<file path="config.mk">
export PLATFORM = sky130hd
export DESIGN_NAME = periph_top
export DESIGN_NICKNAME = d
export VERILOG_FILES = /design/src/verilog/periph_pkg.sv /design/src/verilog/input_sync.sv /design/src/verilog/periph_bus_ctrl.sv /design/src/verilog/gpio_regs.sv /design/src/verilog/irq_ctrl.sv /design/src/verilog/periph_top.sv
export SDC_FILE = /design/constraint.sdc
export NUM_CORES = 1
export LEC_CHECK = 0
export BUFFER_PORTS_ARGS = -buffer_cell sky130_fd_sc_hd__buf_2
export CORE_UTILIZATION = 40
export DETAILED_ROUTE_END_ITERATION = 10
export GPL_TIMING_DRIVEN = 0
export MAX_ROUTING_LAYER = met4
export PLACE_DENSITY = 0.69
export REMOVE_ABC_BUFFERS = 1
export SLEW_MARGIN = 20
export SYNTH_ARGS = -nofsm -noshare
export SYNTH_HDL_FRONTEND = slang
export SYNTH_SLANG_ARGS = --single-unit
</file>
<file path="constraint.sdc">
create_clock -name clk_i -period 2.9 [get_ports clk_i]
set_clock_uncertainty 0.05 [all_clocks]
set_input_delay 0.725 -clock clk_i [delete_from_list [all_inputs] [get_ports clk_i]]
set_output_delay 0.725 -clock clk_i [all_outputs]
set_load 0.1 [all_outputs]
</file>
<file path="src/verilog/periph_pkg.sv">
// Address map, register indices, widths and error constants of the peripheral subsystem
`default_nettype none

package periph_pkg;

    // --------------------
    // Bus
    // --------------------
    localparam int AddrWidth = 32;
    localparam int DataWidth = 32;

    typedef logic [AddrWidth-1:0] addr_t;
    typedef logic [DataWidth-1:0] data_t;

    // Slot field sits above the 4 KiB register window
    localparam int SlotLsb   = 12;
    localparam int SlotWidth = 4;

    typedef logic [SlotWidth-1:0] slot_t;

    localparam slot_t SlotIrq  = 4'd0;
    localparam slot_t SlotUart = 4'd1; // Not fitted
    localparam slot_t SlotSpi  = 4'd2; // Not fitted
    localparam slot_t SlotEth  = 4'd3; // Not fitted
    localparam slot_t SlotGpio = 4'd4;

    localparam int RegIdxWidth = 3; // Word index, addr[4:2]

    typedef logic [RegIdxWidth-1:0] reg_idx_t;

    localparam data_t ErrData = 32'hdeadbeef;

    // --------------------
    // Interrupts
    // --------------------
    localparam int NumTargets = 2;
    localparam int NumSources = 4;
    localparam int IdWidth    = 3;
    localparam int NumExtIrq  = 3;

    typedef logic [IdWidth-1:0]    irq_id_t;  // 0 means no interrupt
    typedef logic [NumSources-1:0] src_vec_t; // Bit n is source ID n+1

    localparam reg_idx_t IrqRegPending = 3'd0;
    localparam reg_idx_t IrqRegEnable0 = 3'd1;
    localparam reg_idx_t IrqRegEnable1 = 3'd2;
    localparam reg_idx_t IrqRegClaim0  = 3'd3;
    localparam reg_idx_t IrqRegClaim1  = 3'd4;

    // --------------------
    // GPIO
    // --------------------
    localparam int GpioWidth = 8;

    typedef logic [GpioWidth-1:0] gpio_t;

    localparam reg_idx_t GpioRegLed   = 3'd0;
    localparam reg_idx_t GpioRegDip   = 3'd1; // Read only
    localparam reg_idx_t GpioRegIrqEn = 3'd2;

endpackage

`default_nettype wire

</file>
<file path="src/verilog/input_sync.sv">
// Two-flop synchronizer for asynchronous level inputs, payload type as parameter
`default_nettype none

module input_sync #(
    parameter type sync_t = logic
) (
    input  logic  clk_i    , // Clock
    input  logic  arst_n_i , // Asynchronous reset active low
    input  sync_t async_i  ,
    output sync_t sync_o
);

    sync_t meta_q; // First stage, may go metastable
    sync_t sync_q;

    always_ff @(posedge clk_i or negedge arst_n_i) begin
        if (!arst_n_i) begin
            meta_q <= '0;
            sync_q <= '0;
        end else begin
            meta_q <= async_i;
            sync_q <= meta_q;
        end
    end

    assign sync_o = sync_q;

endmodule

`default_nettype wire

</file>
<file path="src/verilog/periph_bus_ctrl.sv">
// Register bus decoder with block strobes, absent-slot error and registered response
`default_nettype none

module periph_bus_ctrl
    import periph_pkg::*;
(
    input  logic     clk_i        , // Clock
    input  logic     arst_n_i     , // Asynchronous reset active low
    // Bus master side
    input  logic     req_i        ,
    input  logic     we_i         ,
    input  addr_t    addr_i       ,
    input  data_t    wdata_i      ,
    output logic     rvalid_o     ,
    output data_t    rdata_o      ,
    output logic     err_o        ,
    // Peripheral blocks
    output logic     irq_sel_o    ,
    output logic     gpio_sel_o   ,
    output logic     we_o         ,
    output reg_idx_t idx_o        ,
    output data_t    wdata_o      ,
    input  data_t    irq_rdata_i  ,
    input  data_t    gpio_rdata_i
);

    slot_t slot;
    logic  absent;
    data_t rdata_d;

    logic  rvalid_q;
    logic  err_q;
    data_t rdata_q;

    // --------------------
    // Decode
    // --------------------
    assign slot  = addr_i[SlotLsb +: SlotWidth];
    assign idx_o = addr_i[2 +: RegIdxWidth];

    assign we_o    = we_i;
    assign wdata_o = wdata_i;

    always_comb begin
        irq_sel_o  = 1'b0;
        gpio_sel_o = 1'b0;
        absent     = 1'b0;
        if (req_i) begin
            case (slot)
                SlotIrq:  irq_sel_o  = 1'b1;
                SlotGpio: gpio_sel_o = 1'b1;
                default:  absent     = 1'b1; // UART, SPI, Ethernet and holes
            endcase
        end
    end

    // --------------------
    // Response
    // --------------------
    always_comb begin
        rdata_d = '0;
        if (absent) begin
            rdata_d = ErrData;
        end else if (!we_i) begin
            if (irq_sel_o) begin
                rdata_d = irq_rdata_i;
            end else if (gpio_sel_o) begin
                rdata_d = gpio_rdata_i;
            end
        end
    end

    always_ff @(posedge clk_i or negedge arst_n_i) begin
        if (!arst_n_i) begin
            rvalid_q <= 1'b0;
            err_q    <= 1'b0;
            rdata_q  <= '0;
        end else begin
            rvalid_q <= req_i;
            err_q    <= absent;
            rdata_q  <= rdata_d;
        end
    end

    assign rvalid_o = rvalid_q;
    assign err_o    = err_q;
    assign rdata_o  = rdata_q;

    // Every request gets exactly one response, one cycle later
    a_rvalid_follows_req : assert property (
        @(posedge clk_i) disable iff (!arst_n_i)
        rvalid_o == $past(req_i)
    );

endmodule

`default_nettype wire

</file>
<file path="src/verilog/gpio_regs.sv">
// GPIO registers with LED output, switch readback and switch-change interrupt
`default_nettype none

module gpio_regs
    import periph_pkg::*;
(
    input  logic     clk_i        , // Clock
    input  logic     arst_n_i     , // Asynchronous reset active low
    input  logic     sel_i        ,
    input  logic     we_i         ,
    input  reg_idx_t idx_i        ,
    input  data_t    wdata_i      ,
    output data_t    rdata_o      ,
    input  gpio_t    dip_i        , // Already synchronized
    output gpio_t    leds_o       ,
    output logic     change_irq_o
);

    gpio_t led_q;
    gpio_t dip_prev_q;
    logic  irq_en_q;

    // --------------------
    // Registers
    // --------------------
    always_ff @(posedge clk_i or negedge arst_n_i) begin
        if (!arst_n_i) begin
            led_q      <= '0;
            irq_en_q   <= 1'b0;
            dip_prev_q <= '0;
        end else begin
            dip_prev_q <= dip_i;
            if (sel_i && we_i) begin
                case (idx_i)
                    GpioRegLed:   led_q    <= wdata_i[GpioWidth-1:0];
                    GpioRegIrqEn: irq_en_q <= wdata_i[0];
                    default: ; // DIP is read only
                endcase
            end
        end
    end

    // --------------------
    // Read mux
    // --------------------
    always_comb begin
        rdata_o = '0;
        case (idx_i)
            GpioRegLed:   rdata_o[GpioWidth-1:0] = led_q;
            GpioRegDip:   rdata_o[GpioWidth-1:0] = dip_i;
            GpioRegIrqEn: rdata_o[0]             = irq_en_q;
            default: ;
        endcase
    end

    assign leds_o = led_q;

    // One-cycle pulse, the previous value catches up next edge
    assign change_irq_o = irq_en_q && (dip_i != dip_prev_q);

endmodule

`default_nettype wire

</file>
<file path="src/verilog/irq_ctrl.sv">
// Interrupt controller with edge gateway, pending bits, per-target enables and claim
`default_nettype none

module irq_ctrl
    import periph_pkg::*;
(
    input  logic                  clk_i    , // Clock
    input  logic                  arst_n_i , // Asynchronous reset active low
    input  logic                  sel_i    ,
    input  logic                  we_i     ,
    input  reg_idx_t              idx_i    ,
    input  data_t                 wdata_i  ,
    output data_t                 rdata_o  ,
    input  src_vec_t              src_i    ,
    output logic [NumTargets-1:0] irq_o
);

    src_vec_t                  src_q;
    src_vec_t                  edge_set;
    src_vec_t                  pending_q;
    src_vec_t                  claim_clr;
    src_vec_t [NumTargets-1:0] enable_q;
    src_vec_t [NumTargets-1:0] masked;
    src_vec_t [NumTargets-1:0] claim_oh;
    irq_id_t  [NumTargets-1:0] claim_id;
    logic     [NumTargets-1:0] claim_rd;

    function automatic irq_id_t oh_to_id(src_vec_t oh);
        irq_id_t id;
        id = '0;
        for (int i = 0; i < NumSources; i++) begin
            if (oh[i]) begin
                id = irq_id_t'(i + 1);
            end
        end
        return id;
    endfunction

    // --------------------
    // Gateway
    // --------------------
    assign edge_set = src_i & ~src_q;

    // --------------------
    // Per target claim
    // --------------------
    for (genvar t = 0; t < NumTargets; t++) begin : gen_target
        assign masked[t]   = pending_q & enable_q[t];
        assign claim_oh[t] = masked[t] & (~masked[t] + 1'b1); // Lowest ID wins
        assign claim_id[t] = oh_to_id(claim_oh[t]);
        assign claim_rd[t] = sel_i && !we_i && (idx_i == reg_idx_t'(IrqRegClaim0 + t));
        assign irq_o[t]    = |masked[t];

        a_claim_valid : assert property (
            @(posedge clk_i) disable iff (!arst_n_i)
            (claim_id[t] != '0) |->
                |(pending_q & enable_q[t] & (src_vec_t'(1) << (claim_id[t] - 1'b1)))
        );
    end

    always_comb begin
        claim_clr = '0;
        for (int t = 0; t < NumTargets; t++) begin
            if (claim_rd[t]) begin
                claim_clr = claim_clr | claim_oh[t];
            end
        end
    end

    // --------------------
    // State
    // --------------------
    always_ff @(posedge clk_i or negedge arst_n_i) begin
        if (!arst_n_i) begin
            src_q     <= '0;
            pending_q <= '0;
            enable_q  <= '0;
        end else begin
            src_q     <= src_i;
            pending_q <= (pending_q & ~claim_clr) | edge_set; // New edge beats the clear
            if (sel_i && we_i) begin
                case (idx_i)
                    IrqRegEnable0: enable_q[0] <= wdata_i[NumSources-1:0];
                    IrqRegEnable1: enable_q[1] <= wdata_i[NumSources-1:0];
                    default: ;
                endcase
            end
        end
    end

    always_comb begin
        rdata_o = '0;
        case (idx_i)
            IrqRegPending: rdata_o[NumSources-1:0] = pending_q;
            IrqRegEnable0: rdata_o[NumSources-1:0] = enable_q[0];
            IrqRegEnable1: rdata_o[NumSources-1:0] = enable_q[1];
            IrqRegClaim0:  rdata_o[IdWidth-1:0]    = claim_id[0];
            IrqRegClaim1:  rdata_o[IdWidth-1:0]    = claim_id[1];
            default: ;
        endcase
    end

endmodule

`default_nettype wire

</file>
<file path="src/verilog/periph_top.sv">
// Peripheral subsystem top with synchronizers, bus controller, GPIO and interrupt blocks
`default_nettype none

module periph_top
    import periph_pkg::*;
(
    input  logic                  clk_i          , // Clock
    input  logic                  arst_n_i       , // Asynchronous reset active low
    // Register bus
    input  logic                  req_i          ,
    input  logic                  we_i           ,
    input  addr_t                 addr_i         ,
    input  data_t                 wdata_i        ,
    output logic                  rvalid_o       ,
    output data_t                 rdata_o        ,
    output logic                  err_o          ,
    // Board I/O
    input  gpio_t                 dip_switches_i ,
    output gpio_t                 leds_o         ,
    input  logic [NumExtIrq-1:0]  irq_src_i      ,
    output logic [NumTargets-1:0] irq_o
);

    gpio_t                dip_sync;
    logic [NumExtIrq-1:0] ext_irq_sync;

    logic     irq_sel;
    logic     gpio_sel;
    logic     blk_we;
    reg_idx_t blk_idx;
    data_t    blk_wdata;
    data_t    irq_rdata;
    data_t    gpio_rdata;
    logic     gpio_change_irq;

    // --------------------
    // Synchronizers
    // --------------------
    input_sync #(
        .sync_t ( gpio_t )
    ) i_sync_dip (
        .clk_i    ( clk_i          ),
        .arst_n_i ( arst_n_i       ),
        .async_i  ( dip_switches_i ),
        .sync_o   ( dip_sync       )
    );

    input_sync #(
        .sync_t ( logic [NumExtIrq-1:0] )
    ) i_sync_irq (
        .clk_i    ( clk_i        ),
        .arst_n_i ( arst_n_i     ),
        .async_i  ( irq_src_i    ),
        .sync_o   ( ext_irq_sync )
    );

    // --------------------
    // Bus and blocks
    // --------------------
    periph_bus_ctrl i_bus_ctrl (
        .clk_i        ( clk_i      ),
        .arst_n_i     ( arst_n_i   ),
        .req_i        ( req_i      ),
        .we_i         ( we_i       ),
        .addr_i       ( addr_i     ),
        .wdata_i      ( wdata_i    ),
        .rvalid_o     ( rvalid_o   ),
        .rdata_o      ( rdata_o    ),
        .err_o        ( err_o      ),
        .irq_sel_o    ( irq_sel    ),
        .gpio_sel_o   ( gpio_sel   ),
        .we_o         ( blk_we     ),
        .idx_o        ( blk_idx    ),
        .wdata_o      ( blk_wdata  ),
        .irq_rdata_i  ( irq_rdata  ),
        .gpio_rdata_i ( gpio_rdata )
    );

    gpio_regs i_gpio (
        .clk_i        ( clk_i           ),
        .arst_n_i     ( arst_n_i        ),
        .sel_i        ( gpio_sel        ),
        .we_i         ( blk_we          ),
        .idx_i        ( blk_idx         ),
        .wdata_i      ( blk_wdata       ),
        .rdata_o      ( gpio_rdata      ),
        .dip_i        ( dip_sync        ),
        .leds_o       ( leds_o          ),
        .change_irq_o ( gpio_change_irq )
    );

    irq_ctrl i_irq (
        .clk_i    ( clk_i                           ),
        .arst_n_i ( arst_n_i                        ),
        .sel_i    ( irq_sel                         ),
        .we_i     ( blk_we                          ),
        .idx_i    ( blk_idx                         ),
        .wdata_i  ( blk_wdata                       ),
        .rdata_o  ( irq_rdata                       ),
        .src_i    ( {ext_irq_sync, gpio_change_irq} ), // GPIO change is ID 1
        .irq_o    ( irq_o                           )
    );

endmodule

`default_nettype wire

</file>
==> impl_results.rst, run 1 <==
.. list-table::
   :header-rows: 1

   * - Metric
     - Value
   * - Run status
     - finished, final reports clean
   * - Post-CTS setup repair buffer count
     - 0
   * - Slew at the pin closest to its max-slew limit
     - around 0.89 ns
   * - Length in cells of the worst reg-to-reg path
     - 3
   * - Worst flop-to-flop path startpoint
     - i_irq.pending_q[0]$_DFF_PN0_
   * - Congestion Overflow GR
     - 0
   * - Worst vdd rail ir drop
     - between 0.3 and 0.4 mV
   * - Total of cells resized after clock tree synthesis
     - 0
   * - Proportion of register bits with asynchronous set or reset after synthesis
     - 1.00
   * - Clock tree root driver cell
     - sky130_fd_sc_hd__clkbuf_8
   * - Count of final setup violators
     - 0
   * - First-pass GRT wire length
     - ~8.1 mm
   * - Class of the most critical setup path
     - flop to primary output
   * - Leading cell types in the layout, fill and taps excluded
     - sky130_fd_sc_hd__dfrtp_1 (65), sky130_fd_sc_hd__buf_2 (65), sky130_fd_sc_hd__mux2i_1 (11)
   * - Maxcap violations
     - 0
   * - Required time worst endpoint
     - between 2 and 2.5 ns
   * - Sequential cell area fraction in the yosys report
     - 0.583
   * - Total number of yosys warnings
     - 0
   * - Total of flip-flops plus latches after synthesis
     - 65
   * - Via count of the routed design
     - 1821
   * - Clock latency on the worst-skew pair
     - 0.34 ns
   * - Longest individual stage delay on the worst path
     - 0.45 ns
   * - Antenna violations before repair
     - 0
   * - Die outline area
     - approximately 0.0073 mm^2
   * - Cell internal power dissipation
     - ~0.0016 W
   * - FF+latch area
     - approximately 0.0016 mm^2
   * - Proportion of total power due to net switching
     - 0.319
   * - Achievable clock frequency
     - around 400 MHz
   * - Sequential share of power
     - 0.419
   * - Launch point of the critical path
     - i_irq.pending_q[2]$_DFF_PN0_
   * - RSZ-0062 raised after global routing
     - false
   * - Net switching power
     - about 0.00076 W
   * - Number of clock sinks
     - between 60 and 70
   * - H-tree levels
     - 3
   * - Synth area leader
     - sky130_fd_sc_hd__dfrtp_1
   * - Gr usage total
     - 0.157
   * - Top flip-flop cell by instance count after synthesis
     - sky130_fd_sc_hd__dfrtp_1
   * - WL per Instance
     - between 10 and 15 um
   * - CTS clk-pin slew, worst paths
     - about 0.070 ns
   * - Normalized max-slew margin
     - 0.404
   * - Row cnt
     - 30
   * - Drt first-iter violations
     - ~170
   * - Worst path slowest cell
     - sky130_fd_sc_hd__dfrtp_1
   * - Flop2flop setup slack
     - about 1.2 ns
   * - TritonCTS Buffers
     - 9
   * - RD Place Congestion
     - around 0.87
   * - Number of pins with negative max-slew slack in the final report
     - 0
   * - Area added between synthesis and finish
     - 17.3%
   * - Routed Antenna Nets
     - 0
   * - Power density over cell area
     - a little over 700 mW/mm^2
   * - Multi-input combinational cell area
     - approximately 930 um^2
   * - Core region area
     - 0.00676 mm^2
   * - Number of port buffers
     - between 60 and 70
   * - Placed cell area
     - around 0.0030 mm^2
   * - Worst hold-check path type
     - flop to flop
   * - Count of flip-flops with a built-in enable after synthesis
     - 0
   * - Number of distinct library cells after synthesis
     - 45
   * - Cell breakdown of the critical path
     - a22oi_1, inv_1, a221o_1, buf_2
   * - Antenna cells
     - 0
   * - Cell types occupying the most area after synthesis
     - sky130_fd_sc_hd__dfrtp_1 (58%), sky130_fd_sc_hd__buf_4 (6.5%), sky130_fd_sc_hd__mux2_4 (4.3%)
   * - CP Max Fanout
     - 7
   * - Count of hold buffers inserted by post-cts repair
     - 0
   * - IO Pins
     - 123
   * - Power Total
     - roughly 0.0024 W
   * - Combinational share of power
     - 0.195
   * - Number of hold violations in the final report
     - 0
   * - Worst setup path endpoint
     - irq_o[0]
   * - Layout fillers
     - between 600 and 700
   * - Vias per inst
     - just over 5
   * - Share of power burned in the clock network
     - 0.386
   * - Data arrival time of the critical path
     - ~1.8 ns
   * - Largest delay share family, worst path
     - compound AO/OA/AOI/OAI gates
   * - Starting density of the core
     - 0.413
   * - DRC violation count after routing
     - 0
   * - Via count of the first global-routing pass
     - ~1600
   * - Crit path capture type
     - primary output
   * - Cell area after layout
     - approximately 0.0033 mm^2
   * - Clock tree from TritonCTS
     - built
   * - Final layout net count
     - 350
   * - Fraction of layout cells with a size suffix above 1
     - 0.367
   * - Pin count of the biggest net entering global routing
     - between 60 and 70
   * - Final clock period utilization by the worst path
     - 0.872
   * - Min cycle time layout
     - about 2.5 ns
   * - HPWL after DPL
     - about 3.6 mm
   * - Vert. Die Dim
     - about 85 um
   * - Logic depth of the worst path, buffers included
     - 4
   * - Mapped Avg Cell Area
     - approximately 13 um^2
   * - Leakage power summed over all cells
     - 1.62 nW
   * - Endpoint of the most critical register-to-register path
     - i_irq.pending_q[1]$_DFF_PN0_
   * - Die X-Extent
     - 85.5 um
   * - Cell count after synthesis
     - between 200 and 250
   * - Total detailed-routing wirelength
     - around 5.1 mm
   * - Share of the synthesized area in the top cell type
     - 0.583
   * - Number of buffer and inverter instances along the worst setup path
     - 2
   * - Mapped Area
     - ~0.0028 mm^2
   * - Startpoint Class
     - flop
   * - Iteration count of the initial detailed-routing pass
     - 4
   * - Longest Clk Path Bufs
     - 2
layout make-up:
type                       count  area share
inverter                      10      0.0115
clock inverter                 6      0.0352
clock buffer                   9      0.0379
tap                           80      0.0306
timing repair buffer          66       0.102
sequential                    65       0.497
multi-input combinational    119       0.286
through the flow:
stage	std cells	hold WS, ns	setup WS (ns)	utilization	TNS [ns]
floorplan	194	0.281	-8.88	-	-159.86
global placement	340	0.282	0.210	0.448	0
detailed placement	340	0.285	0.187	0.449	0
CTS	355	0.301	0.375	0.484	0
global route	355	0.298	0.312	0.484	0
finish	355	0.299	0.370	0.484	0
state kept, by name (all words and copies together), names as in the netlist, 3 cells and up:
| signal | count |
|---|---|
| i_bus_ctrl.rdata_o | 9 |
| i_sync_irq.sync_o | 3 |
| i_irq.enable_q | 8 |
| i_sync_dip.sync_o | 8 |
| i_irq.pending_q | 4 |
| i_irq.src_q | 4 |
| i_gpio.dip_prev_q | 8 |
| i_sync_dip.meta_q | 8 |
| i_gpio.leds_o | 8 |
| i_sync_irq.meta_q | 3 |
routing by layer:
metal  part of all wire  GRT usage  up-vias
met4              0.024      0.103        0
met5                  0          -        -
met1               0.46      0.203      858
met2               0.45      0.215       94
li1                   -          -      855
met3              0.070     0.0447       14
Yosys cell counts (all sizes together), types with 3 or more instances:
master and instances:
a221o 4, nand2 9, dfrtp 65, mux2i 11
clkbuf 3, xor2 8, mux2 17, inv 10
o21ai 6, and3 3, nor2 7, nand2b 6
a221oi 4, buf 27, nor4 3, a21oi 3
nand3 3
worst min path at each step:
stage	from	to	slack, ns	cells past startpoint
after detailed placement	i_sync_dip.meta_q[1]$_DFF_PN0_	i_sync_dip.sync_o[1]$_DFF_PN0_	0.28	0
after CTS	i_sync_dip.meta_q[1]$_DFF_PN0_	i_sync_dip.sync_o[1]$_DFF_PN0_	0.30	0
final	i_sync_dip.meta_q[1]$_DFF_PN0_	i_sync_dip.sync_o[1]$_DFF_PN0_	0.30	0
after floorplan	i_sync_dip.meta_q[0]$_DFF_PN0_	i_sync_dip.sync_o[0]$_DFF_PN0_	0.28	0
after global placement	i_sync_irq.meta_q[1]$_DFF_PN0_	i_sync_irq.sync_o[1]$_DFF_PN0_	0.28	0
after global routing	i_sync_dip.meta_q[7]$_DFF_PN0_	i_sync_dip.sync_o[7]$_DFF_PN0_	0.30	0
cells by family (layout without fill, tap and decap cells):
family / count (synthesis) / in the layout / synth area share
AOI/OAI and AO/OA: 35 / 35 / 0.0965
xor gates and xnor gates: 8 / 8 / 0.0251
buffers and inverters: 40 / 91 / 0.0893
DFF: 65 / 65 / 0.583
muxes: 28 / 28 / 0.119
other: 1 / 7 / 0.00135
and+or+nand+nor: 41 / 41 / 0.0853
power by group through the flow:
stage	combinational [W]	clock [W]	sequential (W)
after floorplan	0.000151	0	0.00121
after global placement	0.000462	0	0.00101
after detailed placement	0.000465	0	0.00101
after CTS	0.000465	0.000942	0.000991
after global routing	0.000485	0.000972	0.000998
final	0.000463	0.000914	0.000991
No activity file was read; power rests on OpenSTA's default activity.
==> run 2, diff against run 1 <==
--- a/config.mk
+++ b/config.mk
@@ -11,7 +11,6 @@
 export GPL_TIMING_DRIVEN = 0
 export MAX_ROUTING_LAYER = met4
 export PLACE_DENSITY = 0.69
-export REMOVE_ABC_BUFFERS = 1
 export SLEW_MARGIN = 20
 export SYNTH_ARGS = -nofsm -noshare
 export SYNTH_HDL_FRONTEND = slang
==> constraint.sdc (replaced) <==
create_clock -name clk_i -period 2.9 [get_ports clk_i]
set_clock_uncertainty 0.05 [all_clocks]
set_input_delay 0.725 -clock clk_i [delete_from_list [all_inputs] [get_ports clk_i]]
set_output_delay 0.725 -clock clk_i [all_outputs]
set_load 0.05 [all_outputs]
==> impl_results.rst, run 2 (synthesis gave the netlist of run 1 again) <==
.. list-table::
   :header-rows: 1

   * - Metric
     - Value
   * - Pin count of the biggest net entering global routing
     - 66
   * - WL per Instance
     - between 10 and 15 um
   * - Hold path cells
     - 0
   * - Cell breakdown of the critical path
     - clkbuf_1, a22oi_1, inv_1, a221o_1, buf_2
   * - Count of hold buffers inserted by post-cts repair
     - 0
   * - Run status
     - finished, final reports clean
   * - RSZ-0062 raised after global routing
     - false
   * - Core region area
     - between 0.006 and 0.007 mm^2
   * - Required time worst endpoint
     - between 2 and 2.5 ns
   * - Worst flop-to-flop path startpoint
     - i_irq.pending_q[0]$_DFF_PN0_
   * - Routed Antenna Nets
     - 0
   * - First-pass GRT wire length
     - just over 9 mm
   * - Starting density of the core
     - 0.413
   * - Fraction of layout cells with a size suffix above 1
     - 0.418
   * - DRC violation count after routing
     - 0
   * - CTS clk-pin slew, worst paths
     - 0.07 ns
   * - Crit path capture type
     - primary output
   * - Antenna violations before repair
     - 0
   * - Number of hold violations in the final report
     - 0
   * - IO Pins
     - 123
   * - H-tree levels
     - 3
   * - Maxcap violations
     - 0
   * - Vias per inst
     - ~5.0
   * - HPWL after DPL
     - ~4.2 mm
   * - Congestion Overflow GR
     - 0
   * - Data arrival time of the critical path
     - 1.70 ns
   * - Startpoint Class
     - flop
   * - Die outline area
     - ~0.0073 mm^2
   * - Achievable clock frequency
     - just over 400 MHz
   * - Die X-Extent
     - between 80 and 90 um
   * - Post-place setup slack
     - roughly 0.31 ns
   * - Final clock period utilization by the worst path
     - 0.853
   * - TritonCTS Buffers
     - 9
   * - Worst vdd rail ir drop
     - 0.311 mV
   * - Longest Clk Path Bufs
     - 2
   * - Vert. Die Dim
     - approximately 85 um
   * - CP Max Fanout
     - 8
   * - RD Place Congestion
     - between 0.8 and 0.9
   * - Start point of the worst hold path
     - i_sync_irq.meta_q[2]$_DFF_PN0_
   * - Number of pins with negative max-slew slack in the final report
     - 0
   * - Antenna cells
     - 0
   * - Length in cells of the worst reg-to-reg path
     - 3
   * - Worst path slowest cell
     - sky130_fd_sc_hd__dfrtp_1
   * - Total of cells resized after clock tree synthesis
     - 0
   * - Power density over cell area
     - 593 mW/mm^2
   * - Area added between synthesis and finish
     - 22.7%
   * - Endpoint of the most critical register-to-register path
     - i_irq.pending_q[3]$_DFF_PN0_
   * - Row cnt
     - 30
   * - Class of the most critical setup path
     - flop to primary output
   * - Via count of the routed design
     - 1912
   * - Post-CTS setup repair buffer count
     - 0
   * - Number of clock sinks
     - 65
   * - Crit path setup slack, layout
     - between 0.4 and 0.5 ns
   * - Leading cell types in the layout, fill and taps excluded
     - sky130_fd_sc_hd__buf_2 (66), sky130_fd_sc_hd__dfrtp_1 (65), sky130_fd_sc_hd__buf_4 (25)
   * - Clock latency on the worst-skew pair
     - approximately 0.35 ns
   * - Leakage power summed over all cells
     - 1.74 nW
   * - Slew at the pin closest to its max-slew limit
     - roughly 0.86 ns
   * - Final-layout worst hold slack
     - 0.300 ns
   * - Number of port buffers
     - 66
   * - Drt first-iter violations
     - approximately 130
   * - Count of final setup violators
     - 0
   * - Clock tree root driver cell
     - sky130_fd_sc_hd__clkbuf_8
   * - Iteration count of the initial detailed-routing pass
     - 4
   * - Flip-flop count of the largest register, all copies and words added
     - 9
   * - Hold EP
     - i_sync_irq.sync_o[2]$_DFF_PN0_
   * - Via count of the first global-routing pass
     - 1827
   * - Final layout net count
     - 380
   * - Normalized max-slew margin
     - 0.425
   * - Worst hold-check path type
     - flop to flop
   * - Clock tree from TritonCTS
     - built
   * - Longest individual stage delay on the worst path
     - 0.36 ns
   * - Gr usage total
     - 0.177
   * - Total detailed-routing wirelength
     - ~5.7 mm
   * - Post-Route Setup TNS
     - 0 ns
   * - Min cycle time layout
     - approximately 2.5 ns
   * - Most common cell after layout, fill and taps aside
     - sky130_fd_sc_hd__buf_2
   * - Flop2flop setup slack
     - roughly 1.2 ns
run 2: cell count changes in the layout (fill, tap and decap cells not counted), sizes merged:
cell | previous run | this run
buf | 66 | 93
clkbuf | 9 | 13
bufinv | 3 | 0
clkinv | 1 | 3
inv | 11 | 12
run 2: area by class of cell:
class	count	area (um^2)
Sequential cell	65	1630
Clock buffer	10	138
Clock inverter	6	40.0
Multi-Input combinational cell	119	935
Tap cell	80	100
Fill cell	608	3340
Buffer	30	211
Timing Repair Buffer	66	333
Inverter	10	37.5
run 2: per-stage QoR:
step	util	std cells	total power [W]	area (um^2)
2_1_floorplan	-	224	0.00125	2810
3_3_place_gp	0.480	370	0.00135	3240
3_5_place_dp	0.480	370	0.00136	3240
4_1_cts	0.506	386	0.00205	3420
5_1_grt	0.506	386	0.00212	3420
6_report	0.506	386	0.00203	3420
run 2: worst max-delay path by stage:
stage | from | end | slack (ns) | depth (start not counted)
floorplan | addr_i[13] | i_gpio.leds_o[0]$_DFFE_PN0P_ | 0.63 | 5
global placement | addr_i[13] | i_irq.enable_q[2]$_DFFE_PN0P_ | 0.34 | 5
detailed placement | addr_i[13] | i_irq.enable_q[2]$_DFFE_PN0P_ | 0.31 | 5
CTS | i_irq.pending_q[1]$_DFF_PN0_ | irq_o[0] | 0.41 | 5
global route | i_irq.pending_q[1]$_DFF_PN0_ | irq_o[0] | 0.30 | 5
finish | i_irq.pending_q[1]$_DFF_PN0_ | irq_o[0] | 0.43 | 5
run 2: routing by layer:
metal | part of all wire | up-vias | GRT usage
li1 | - | 912 | -
met1 | 0.47 | 905 | 0.231
met2 | 0.45 | 79 | 0.250
met3 | 0.060 | 16 | 0.0389
met4 | 0.024 | 0 | 0.109
met5 | 0 | - | -
run 2: report_power, final:
| group | switching, W | total [W] | internal (W) |
|---|---|---|---|
| registers | 0.0000403 | 0.000995 | 0.000955 |
| clock network | 0.000355 | 0.000689 | 0.000334 |
| logic | 0.000233 | 0.000346 | 0.000113 |
| total | 0.000628 | 0.00203 | 0.00140 |
run 2: worst max-delay path: cells and delay by family (launching register included):
kind                   cells  cell delay (ns)
flip-flops                 1             0.36
AO/OA/AOI/OAI              2             0.52
buffers and inverters      3             0.48
